<file path="src/hw/hilo_pkg.sv">
package hilo_pkg;

    // Data path widths
    localparam int word_w = 32;
    localparam int hilo_w = 2 * word_w;   // HI and LO side by side

    // Restoring divider runs one quotient bit per cycle
    localparam int div_steps = 32;
    localparam int div_cnt_w = $clog2(div_steps + 1);

    typedef logic [word_w-1:0] word_t;

    // Decoded HI/LO command, one per strobe
    typedef enum logic [2:0] {
        op_mult  = 3'd0,   // Signed 64-bit product
        op_multu = 3'd1,   // Unsigned 64-bit product
        op_div   = 3'd2,   // Signed quotient/remainder
        op_divu  = 3'd3,   // Unsigned quotient/remainder
        op_mthi  = 3'd4,   // rs to HI
        op_mtlo  = 3'd5,   // rs to LO
        op_mfhi  = 3'd6,   // HI to rd
        op_mflo  = 3'd7    // LO to rd
    } hilo_op_t;

    // HI sits in the upper half, as in the product
    typedef struct packed {
        word_t hi;
        word_t lo;
    } hilo_pair_t;

    // Same 64 bits seen as a register pair or as one product
    typedef union packed {
        hilo_pair_t          pair;
        logic [hilo_w-1:0]   prod;
    } hilo_word_t;

endpackage

</file>
<file path="src/hw/div_iter.sv">
`timescale 1ns/10ps

module div_iter (
    input  logic                 clk,
    input  logic                 rst,
    input  logic                 op_valid,
    input  hilo_pkg::hilo_op_t   op,
    input  hilo_pkg::word_t      rs_value,
    input  hilo_pkg::word_t      rt_value,
    output logic                 div_busy,
    output logic                 div_done,
    output hilo_pkg::hilo_word_t div_value
);

    import hilo_pkg::*;

    logic                  start;
    logic                  div_signed;
    word_t                 rs_mag;
    word_t                 rt_mag;
    logic                  busy_q;
    logic [div_cnt_w-1:0]  cnt_q;
    word_t                 rem_q;            // Partial remainder
    word_t                 quo_q;            // Dividend bits out, quotient bits in
    word_t                 dvs_q;            // Divisor magnitude
    logic                  quo_neg_q;
    logic                  rem_neg_q;
    logic [word_w:0]       shifted;
    logic [word_w:0]       trial;
    logic                  fits;
    word_t                 rem_n;
    word_t                 quo_n;

    assign start      = op_valid && !busy_q && ((op == op_div) || (op == op_divu));
    assign div_signed = (op == op_div);

    // Magnitudes of the operands for signed divides
    assign rs_mag = (div_signed && rs_value[word_w-1]) ? -rs_value : rs_value;
    assign rt_mag = (div_signed && rt_value[word_w-1]) ? -rt_value : rt_value;

    // One restoring step
    assign shifted = {rem_q, quo_q[word_w-1]};
    assign trial   = shifted - {1'b0, dvs_q};
    assign fits    = !trial[word_w];         // No borrow means the divisor fits
    assign rem_n   = fits ? trial[word_w-1:0] : shifted[word_w-1:0];
    assign quo_n   = {quo_q[word_w-2:0], fits};

    // Busy and step counter
    always_ff @(posedge clk) begin
        if (rst) begin
            busy_q <= 1'b0;
            cnt_q  <= '0;
        end else if (start) begin
            busy_q <= 1'b1;
            cnt_q  <= div_cnt_w'(div_steps);
        end else if (busy_q) begin
            cnt_q <= cnt_q - 1'b1;
            if (cnt_q == div_cnt_w'(1)) begin
                busy_q <= 1'b0;              // HI/LO take the result at this edge
            end
        end
    end

    // Datapath
    always_ff @(posedge clk) begin
        if (start) begin
            rem_q     <= '0;
            quo_q     <= rs_mag;
            dvs_q     <= rt_mag;
            quo_neg_q <= div_signed && (rs_value[word_w-1] ^ rt_value[word_w-1]);
            rem_neg_q <= div_signed && rs_value[word_w-1];   // Follows the dividend
        end else if (busy_q) begin
            rem_q <= rem_n;
            quo_q <= quo_n;
        end
    end

    // Final step result with the signs corrected
    assign div_value.pair.hi = rem_neg_q ? -rem_n : rem_n;
    assign div_value.pair.lo = quo_neg_q ? -quo_n : quo_n;

    assign div_done = busy_q && (cnt_q == div_cnt_w'(1));
    assign div_busy = busy_q;

endmodule

</file>
<file path="src/hw/hilo_regs.sv">
`timescale 1ns/10ps

module hilo_regs (
    input  logic                 clk,
    input  logic                 rst,
    input  logic                 pipe_hi_we,
    input  logic                 pipe_lo_we,
    input  hilo_pkg::hilo_word_t pipe_value,
    input  logic                 div_done,
    input  hilo_pkg::hilo_word_t div_value,
    output hilo_pkg::word_t      hi,
    output hilo_pkg::word_t      lo
);

    import hilo_pkg::*;

    word_t hi_q;
    word_t lo_q;

    // HI: multiply/move first, divider second
    always_ff @(posedge clk) begin
        if (rst) begin
            hi_q <= '0;
        end else if (pipe_hi_we) begin
            hi_q <= pipe_value.pair.hi;
        end else if (div_done) begin
            hi_q <= div_value.pair.hi;         // Remainder
        end
    end

    // LO with the same priority
    always_ff @(posedge clk) begin
        if (rst) begin
            lo_q <= '0;
        end else if (pipe_lo_we) begin
            lo_q <= pipe_value.pair.lo;
        end else if (div_done) begin
            lo_q <= div_value.pair.lo;         // Quotient
        end
    end

    assign hi = hi_q;
    assign lo = lo_q;

endmodule

</file>
<file path="src/hw/hilo_unit_top.sv">
`timescale 1ns/10ps

module hilo_unit_top (
    input  logic               clk,
    input  logic               rst,
    input  logic               op_valid,
    input  hilo_pkg::hilo_op_t op,
    input  hilo_pkg::word_t    rs_value,
    input  hilo_pkg::word_t    rt_value,
    output logic               div_busy,
    output logic               rd_valid,
    output hilo_pkg::word_t    rd_data
);

    import hilo_pkg::*;

    logic       pipe_hi_we;
    logic       pipe_lo_we;
    hilo_word_t pipe_value;
    logic       div_done;
    hilo_word_t div_value;
    word_t      hi;
    word_t      lo;

    mul_pipe u_mul_pipe (
        .clk        (clk),
        .rst        (rst),
        .op_valid   (op_valid),
        .op         (op),
        .rs_value   (rs_value),
        .rt_value   (rt_value),
        .div_busy   (div_busy),
        .pipe_hi_we (pipe_hi_we),
        .pipe_lo_we (pipe_lo_we),
        .pipe_value (pipe_value)
    );

    div_iter u_div_iter (
        .clk        (clk),
        .rst        (rst),
        .op_valid   (op_valid),
        .op         (op),
        .rs_value   (rs_value),
        .rt_value   (rt_value),
        .div_busy   (div_busy),
        .div_done   (div_done),
        .div_value  (div_value)
    );

    hilo_regs u_hilo_regs (
        .clk        (clk),
        .rst        (rst),
        .pipe_hi_we (pipe_hi_we),
        .pipe_lo_we (pipe_lo_we),
        .pipe_value (pipe_value),
        .div_done   (div_done),
        .div_value  (div_value),
        .hi         (hi),
        .lo         (lo)
    );

    mfhl_read u_mfhl_read (
        .clk        (clk),
        .rst        (rst),
        .op_valid   (op_valid),
        .op         (op),
        .div_busy   (div_busy),
        .pipe_hi_we (pipe_hi_we),
        .pipe_lo_we (pipe_lo_we),
        .pipe_value (pipe_value),
        .hi         (hi),
        .lo         (lo),
        .rd_valid   (rd_valid),
        .rd_data    (rd_data)
    );

endmodule

</file>
<file path="src/hw/mfhl_read.sv">
`timescale 1ns/10ps

module mfhl_read (
    input  logic                 clk,
    input  logic                 rst,
    input  logic                 op_valid,
    input  hilo_pkg::hilo_op_t   op,
    input  logic                 div_busy,
    input  logic                 pipe_hi_we,
    input  logic                 pipe_lo_we,
    input  hilo_pkg::hilo_word_t pipe_value,
    input  hilo_pkg::word_t      hi,
    input  hilo_pkg::word_t      lo,
    output logic                 rd_valid,
    output hilo_pkg::word_t      rd_data
);

    import hilo_pkg::*;

    logic  read_req;
    word_t hi_fwd;
    word_t lo_fwd;
    word_t rd_sel;

    assign read_req = op_valid && !div_busy && ((op == op_mfhi) || (op == op_mflo));

    // A write landing at this edge is newer than the register
    assign hi_fwd = pipe_hi_we ? pipe_value.pair.hi : hi;
    assign lo_fwd = pipe_lo_we ? pipe_value.pair.lo : lo;
    assign rd_sel = (op == op_mfhi) ? hi_fwd : lo_fwd;

    always_ff @(posedge clk) begin
        if (rst) begin
            rd_valid <= 1'b0;
        end else begin
            rd_valid <= read_req;              // One-cycle strobe
        end
    end

    always_ff @(posedge clk) begin
        if (read_req) begin
            rd_data <= rd_sel;
        end
    end

endmodule

</file>
<file path="src/hw/mul_pipe.sv">
`timescale 1ns/10ps

module mul_pipe (
    input  logic                 clk,
    input  logic                 rst,
    input  logic                 op_valid,
    input  hilo_pkg::hilo_op_t   op,
    input  hilo_pkg::word_t      rs_value,
    input  hilo_pkg::word_t      rt_value,
    input  logic                 div_busy,
    output logic                 pipe_hi_we,
    output logic                 pipe_lo_we,
    output hilo_pkg::hilo_word_t pipe_value
);

    import hilo_pkg::*;

    logic                  accept;
    logic                  is_mul;
    logic                  mul_signed;
    logic                  s1_is_mul;
    logic                  s1_we_hi;
    logic                  s1_we_lo;
    logic signed [word_w:0] s1_a;          // Operands with one extension bit
    logic signed [word_w:0] s1_b;
    word_t                 s1_move;
    logic signed [hilo_w-1:0] prod_full;

    assign accept     = op_valid && !div_busy;   // Refused while dividing
    assign is_mul     = (op == op_mult) || (op == op_multu);
    assign mul_signed = (op == op_mult);

    // Stage 1 control
    always_ff @(posedge clk) begin
        if (rst) begin
            s1_is_mul <= 1'b0;
            s1_we_hi  <= 1'b0;
            s1_we_lo  <= 1'b0;
        end else begin
            s1_is_mul <= accept && is_mul;
            s1_we_hi  <= accept && (is_mul || (op == op_mthi));
            s1_we_lo  <= accept && (is_mul || (op == op_mtlo));
        end
    end

    // Stage 1 operands
    always_ff @(posedge clk) begin
        if (accept) begin
            s1_a    <= {mul_signed & rs_value[word_w-1], rs_value};   // Sign or zero extend
            s1_b    <= {mul_signed & rt_value[word_w-1], rt_value};
            s1_move <= rs_value;
        end
    end

    // Stage 2 forms the write that lands at the next edge
    assign prod_full = s1_a * s1_b;

    always_comb begin
        if (s1_is_mul) begin
            pipe_value.prod = prod_full;
        end else begin
            // The write enable picks which half actually takes the move
            pipe_value.pair.hi = s1_move;
            pipe_value.pair.lo = s1_move;
        end
    end

    assign pipe_hi_we = s1_we_hi;
    assign pipe_lo_we = s1_we_lo;

endmodule

</file>
<file path="config.mk">
export PLATFORM = sky130hd
export DESIGN_NAME = hilo_unit_top
export DESIGN_NICKNAME = d
export VERILOG_FILES = /design/src/hw/hilo_pkg.sv /design/src/hw/div_iter.sv /design/src/hw/hilo_regs.sv /design/src/hw/hilo_unit_top.sv /design/src/hw/mfhl_read.sv /design/src/hw/mul_pipe.sv
export SDC_FILE = /design/constraint.sdc
export NUM_CORES = 2
export LEC_CHECK = 0
export BUFFER_PORTS_ARGS = -buffer_cell sky130_fd_sc_hd__buf_4
export CAP_MARGIN = 5
export CORE_ASPECT_RATIO = 0.6
export CORE_UTILIZATION = 32
export CTS_CLUSTER_DIAMETER = 80
export CTS_CLUSTER_SIZE = 12
export DETAILED_ROUTE_END_ITERATION = 12
export PLACE_DENSITY = 0.43
export SLEW_MARGIN = 20
export SYNTH_ARGS = -nofsm -noshare
export SYNTH_HDL_FRONTEND = slang
export SYNTH_SLANG_ARGS = --single-unit
</file>
<file path="constraint.sdc">
create_clock -name clk -period 21.6 [get_ports clk]
set_input_delay 1.08 -clock clk [delete_from_list [all_inputs] [get_ports clk]]
set_output_delay 1.08 -clock clk [all_outputs]
set_load 0.03 [all_outputs]
</file>
* Yosys cells after proc, flatten, opt, wreduce, memory -nomap -nowiden
Cells that the tools add are included.
** Storage, ports and cells
- Bits in registers :: 303
- Word-level logic and storage cells :: 78
** Cells by class
- $add $sub $neg :: 6
- Multiply operators :: 1
- Equality and inequality tests :: 8
- Mux-type cells :: 20
- Bitwise logic cells :: 3
- Reductions and logical operators :: 22
** Operators with widths (count)
- 32-bit 2-to-1 mux :: 14
- 32-bit negator :: 4
- 33-bit by 33-bit multiplier with 64-bit output :: 1
- 64-bit 2-to-1 mux :: 1
- 33-bit by 32-bit subtractor with 33-bit output :: 1
- 3-bit == test, second input constant :: 4
- 6-bit 2-to-1 mux :: 2
- 1-bit logical AND :: 10
- 3-bit by 2-bit == test with 1-bit output, second input constant :: 2
- 6-bit by 1-bit == test with 1-bit output, second input constant :: 1
- 2-bit nonzero test :: 3
- 6-bit by 1-bit subtractor with 6-bit output, second input constant :: 1
- 1-bit logical OR :: 5
- 3-bit by 1-bit == test with 1-bit output, second input constant :: 1
- 3-bit logical NOT :: 1
- 1-bit 2-to-1 mux :: 3
- 1-bit AND :: 2
- 1-bit logical NOT :: 2
- 2-bit OR reduction :: 1
- 1-bit bitwise XOR :: 1

* Depth between registers and ports, before layout
- Word-level depth :: 6
- Mapped depth :: 32
- Gate-level depth less buffers :: 30

* Hierarchy
From an unflattened synthesis, not the netlist that was laid out.
** Unflattened totals
- Cell total of the unflattened synthesis :: 5977
- Area total of the unflattened synthesis :: 55832.3 um^2
** By module, submodules not included
- mul_pipe :: times used 1, cells each 4418, area each 41532.3 um^2, seq. area each 2042.0 um^2
- div_iter :: times used 1, cells each 1131, area each 9212.6 um^2, seq. area each 2762.6 um^2
- hilo_regs :: times used 1, cells each 284, area each 2982.9 um^2, seq. area each 1281.2 um^2
- mfhl_read :: times used 1, cells each 144, area each 2104.5 um^2, seq. area each 980.9 um^2

* Worst setup path after synthesis
OpenSTA, ideal clock, no wires.
- Kind :: register to register
- From :: reg u_mul_pipe.s1_a[32]
- To :: reg u_mfhl_read.rd_data[31], data pin
- Setup time :: 0.265 ns
- Arrival time :: 7.960 ns
- Data required time :: 21.335 ns
- Path slack :: 13.375 ns
- Cell stages (with the launch flop) :: 32
- Path buffers :: 2
- Cells stage by stage :: edfxtp_1 clkbuf_1 nand2_1 inv_1 fa_1 inv_1 fa_1 inv_1 fa_1 inv_1 fa_1 inv_1 fa_1 fa_1 fa_1 inv_1 fa_1 inv_1 ha_1 clkbuf_1 and3_1 and2_1 and2_1 a221oi_1 a21boi_0 o2111ai_1 a41o_1 a211o_1 a21oi_1 xnor2_1 a21oi_1 o22ai_1
** On the way
- Cells in the longest elaborated chain, start to end :: 4
** Ends and longest elaborated chain
- start, declared :: line mul_pipe.sv:24 : logic signed [word_w:0] s1_a;
- start signal, assigned :: line mul_pipe.sv:49 : s1_a <= {mul_signed & rs_value[word_w-1], rs_value};
- 33-bit by 33-bit multiplier with 64-bit output :: line mul_pipe.sv:56 : assign prod_full = s1_a * s1_b;
- 64-bit 2-to-1 mux :: line mul_pipe.sv:59 : if (s1_is_mul) begin
- 32-bit 2-to-1 mux :: line mfhl_read.sv:28 : assign hi_fwd = pipe_hi_we ? pipe_value.pair.hi : hi;
- 32-bit 2-to-1 mux :: line mfhl_read.sv:30 : assign rd_sel = (op == op_mfhi) ? hi_fwd : lo_fwd;
- named net u_mfhl_read.rd_sel[31] :: line mfhl_read.sv:23 : word_t rd_sel;
- end signal, assigned :: line mfhl_read.sv:42 : rd_data <= rd_sel;
- end, declared :: line mfhl_read.sv:15 : output hilo_pkg::word_t rd_data
The timed path passes the listed nets, and every way through them passes these cells.
A chain may end at the register's enable or synchronous reset.

==> results.sh <==
export IMPL_num_io_pins=104
export IMPL_cts_sinks=271
export IMPL_synth_cell_type_count=88
export IMPL_clock_latency_ns=0.63
export IMPL_grt_pass1_wl_um=304000
export IMPL_skew_ns=0.0287
export IMPL_cts_hold_buf=0
export IMPL_cp_start_kind="flip-flop"
export IMPL_synth_seq_area_share_pct=12.9
export IMPL_routed_via_density=5.08
export IMPL_syn_avg_cell_area_um2=9.06
export IMPL_relSlewSlack_pct=18.8
export IMPL_report_final_hold_viol_count=0
export IMPL_post_dp_hpwl_um=163000
export IMPL_route_detailed_drc=0
export IMPL_antenna_found_initial=23
export IMPL_port_buffers=103
export IMPL_path_max_fanout=27
export IMPL_ys_ff_latch=271
export IMPL_layout_min_cycle_time_ns=10.01
export IMPL_grt_max_degree=74
export IMPL_post_place_ws_ns=11.82
export IMPL_cts_setup_buffers=0
export IMPL_drv_slew=0
export IMPL_gp_congestion=0.900
export IMPL_syn_instance_count=6031
export IMPL_stdcell_count=8247
export IMPL_async_flop_share_pct=0
export IMPL_vias=41900
export IMPL_rsz0062_at_grt="no"
export IMPL_numCtsBuffers=27
export IMPL_dieArea_mm2=0.172
export IMPL_cts_buffer_depth=3
export IMPL_fin_ws_ns=11.59
export IMPL_core_mm2=0.170
export IMPL_critPathKind="flip-flop to flip-flop"
export IMPL_ys_flop_type="edfxtp_1"
export IMPL_cts_htree_levels=1
export IMPL_cts_tree="done"
export IMPL_die_y_um=322
export IMPL_drt_total_wl_um=206000
export IMPL_netlist_top_cell_by_area="fa_1"
export IMPL_final_area_mm2=0.0587
export IMPL_grt_overflow_total=0
export IMPL_grt_pass1_vias=42600
export IMPL_synth_edff_count=164
export IMPL_routedWlPerCell_um=25.0
export IMPL_core_rowCount=117
export IMPL_grt_total_usage_pct=24.4
export IMPL_synth_warnings=0
export IMPL_synth_top_area_share_pct=41.3
export IMPL_die_x_um=535
export IMPL_synth_fp_nets=7477
export IMPL_place_area_mm2=0.0579
export IMPL_setup_viol=0
export IMPL_cts_resized_gates=0
export IMPL_timing_setup_tns_ns=0
export IMPL_status="finished, final reports clean"
export IMPL_start_util_pct=32.2
export IMPL_worstPathRequired_ns=21.94
export IMPL_fmax_ghz=0.0999
export IMPL_min_path_type="flip-flop to flip-flop"
export IMPL_endpoint_kind="flip-flop"
export IMPL_post_route_period_util_pct=46.3
export IMPL_arrival_ns=10.35
export IMPL_synth_area_mm2=0.0546
export IMPL_clk_pin_slew_ns=0.07
export IMPL_dp_cells=8193
export IMPL_first_pass_iters=8
export IMPL_cts_root_buf="clkbuf_16"
export IMPL_synth_area_top_cells="fa_1, edfxtp_1, inv_1"
export IMPL_area_delta_synth_final_pct=7.52
export IMPL_tightest_slew_ns=1.21
export IMPL_n_fill_cell=17700
export IMPL_fin_nets=7407
export IMPL_maxCapViolCount=0
export IMPL_drive_gt1_share_pct=4.98
export IMPL_dr_first_iter_drc_count=4292
export IMPL_antenna_left=0
[path summary, 6_finish.rpt]
path / from / endpoint / slack [ns] / depth (start not counted)
max: u_mul_pipe.s1_move[13]$_DFFE_PP_ / u_mfhl_read.rd_data[30]$_DFFE_PP_ / 11.59 / 27
min: u_hilo_regs.hi[14]$_SDFFE_PP0P_ / u_hilo_regs.hi[14]$_SDFFE_PP0P_ / 0.47 / 2
max reg2reg: u_mul_pipe.s1_move[13]$_DFFE_PP_ / u_mfhl_read.rd_data[30]$_DFFE_PP_ / 11.59 / 27
min reg2reg: u_hilo_regs.hi[14]$_SDFFE_PP0P_ / u_hilo_regs.hi[14]$_SDFFE_PP0P_ / 0.47 / 2
[area by class of cell]
class                   instances  area (um2)  area share (%)
repair buffers                221        1660            2.82
clock buffers                  45         763            1.30
flip-flops and latches        271        7070            12.0
inverters                    1217        4570            7.78
multi-input cells            4223       41800            71.2
well taps                    2261        2830            4.82
clock inverters                 3        35.0          0.0596
diodes                          6        15.0          0.0256
[metrics by stage]
| step | hold slack [ns] | utilization (%) |
|---|---|---|
| after global routing | 0.494 | 34.6 |
| after floorplan | 0.432 | - |
| after global placement | 0.449 | 34.2 |
| final | 0.469 | 34.7 |
| after detailed placement | 0.450 | 34.2 |
| after CTS | 0.466 | 34.6 |
[logic make-up (layout without fill, tap and decap cells)]
logic type      count (synthesis)  count (layout)  share of synthesized area [%]
compound gates                776             776                           9.12
mux                            26              26                          0.492
xor+xnor                      214             214                           3.43
buf+inv                      1537            1486                           10.6
fa+ha+maj                    1376            1376                           47.0
other cells                     0               6                              0
simple gates                 1831            1831                           16.5
flops                         271             271                           12.9
[flip-flops by register name, indices dropped and copies added (netlist names)]
signal	cells
u_hilo_regs.lo	32
u_hilo_regs.hi	32
u_mul_pipe.s1_a	2
u_mul_pipe.s1_move	31
u_mul_pipe.s1_b	33
u_mfhl_read.rd_data	32
u_div_iter.quo_q	32
u_mul_pipe.s1_is_mul	1
u_mul_pipe.pipe_lo_we	1
u_div_iter.rem_q	32
u_div_iter.quo_neg_q	1
u_mul_pipe.pipe_hi_we	1
u_div_iter.rem_neg_q	1
u_div_iter.div_busy	1
u_div_iter.cnt_q	6
u_div_iter.dvs_q	32
u_mfhl_read.rd_valid	1
[layout by cell type (no fill, tap or decap), drive strengths merged, types with 16 or more instances in the layout]
cell type,instances
nand3,26
or4,17
a21oi,219
fa,1126
inv,1218
ha,250
buf,221
o21ai,188
o31ai,38
o211ai,23
o21a,25
nand4,23
nor2b,33
xor2,90
nor3,52
mux2i,22
nor4,17
xnor2,124
a21o,64
nand2b,24
and2,579
nor2,223
clkbuf,45
nand2,762
dfxtp,107
and3,16
a31oi,23
or3,23
edfxtp,164
a22o,23
a211oi,31
[metal layers]
metal | global-route usage (%) | part of all wire [%] | vias to the layer above
met5 | 0 | 0.013 | -
met4 | 2.48 | 1.1 | 4
met3 | 8.13 | 11 | 138
met2 | 30.7 | 36 | 1628
met1 | 39.8 | 51 | 21800
li1 | - | - | 18300
[cell usage after synthesis, drive strengths merged (23+ instances only)]
cell type / number
dfxtp: 107
o21a: 25
and2: 579
fa: 1126
inv: 1215
a21o: 64
nor2b: 33
a211oi: 31
ha: 250
o211ai: 23
nand3: 26
o21ai: 188
nand4: 23
a21oi: 219
xnor2: 124
clkbuf: 305
nor2: 223
nor3: 52
o31ai: 38
a31oi: 23
a22o: 23
nand2b: 24
xor2: 90
nand2: 762
edfxtp: 164
or3: 23
[critical path, cell delays in order, from the launching register on]
cell	delay [ns]
edfxtp_1	1.03
buf_4	0.58
and2_1	0.24
fa_1	0.42
fa_1	0.49
fa_1	0.51
inv_1	0.05
fa_1	0.48
fa_1	0.51
fa_1	0.61
inv_1	0.07
fa_1	0.49
inv_1	0.05
fa_1	0.48
inv_1	0.04
ha_1	0.38
a211oi_1	0.27
o21ai_0	0.14
a41oi_1	0.38
a21o_1	0.24
o311a_1	0.29
o31ai_1	0.16
a21bo_2	0.27
a31oi_1	0.30
nor4_1	0.14
or3_1	0.36
a311oi_1	0.45
o22ai_1	0.20
Power is left out: the tool's default activity adds up to more than one toggle a clock period on the data nets, which glitch-free logic cannot reach.
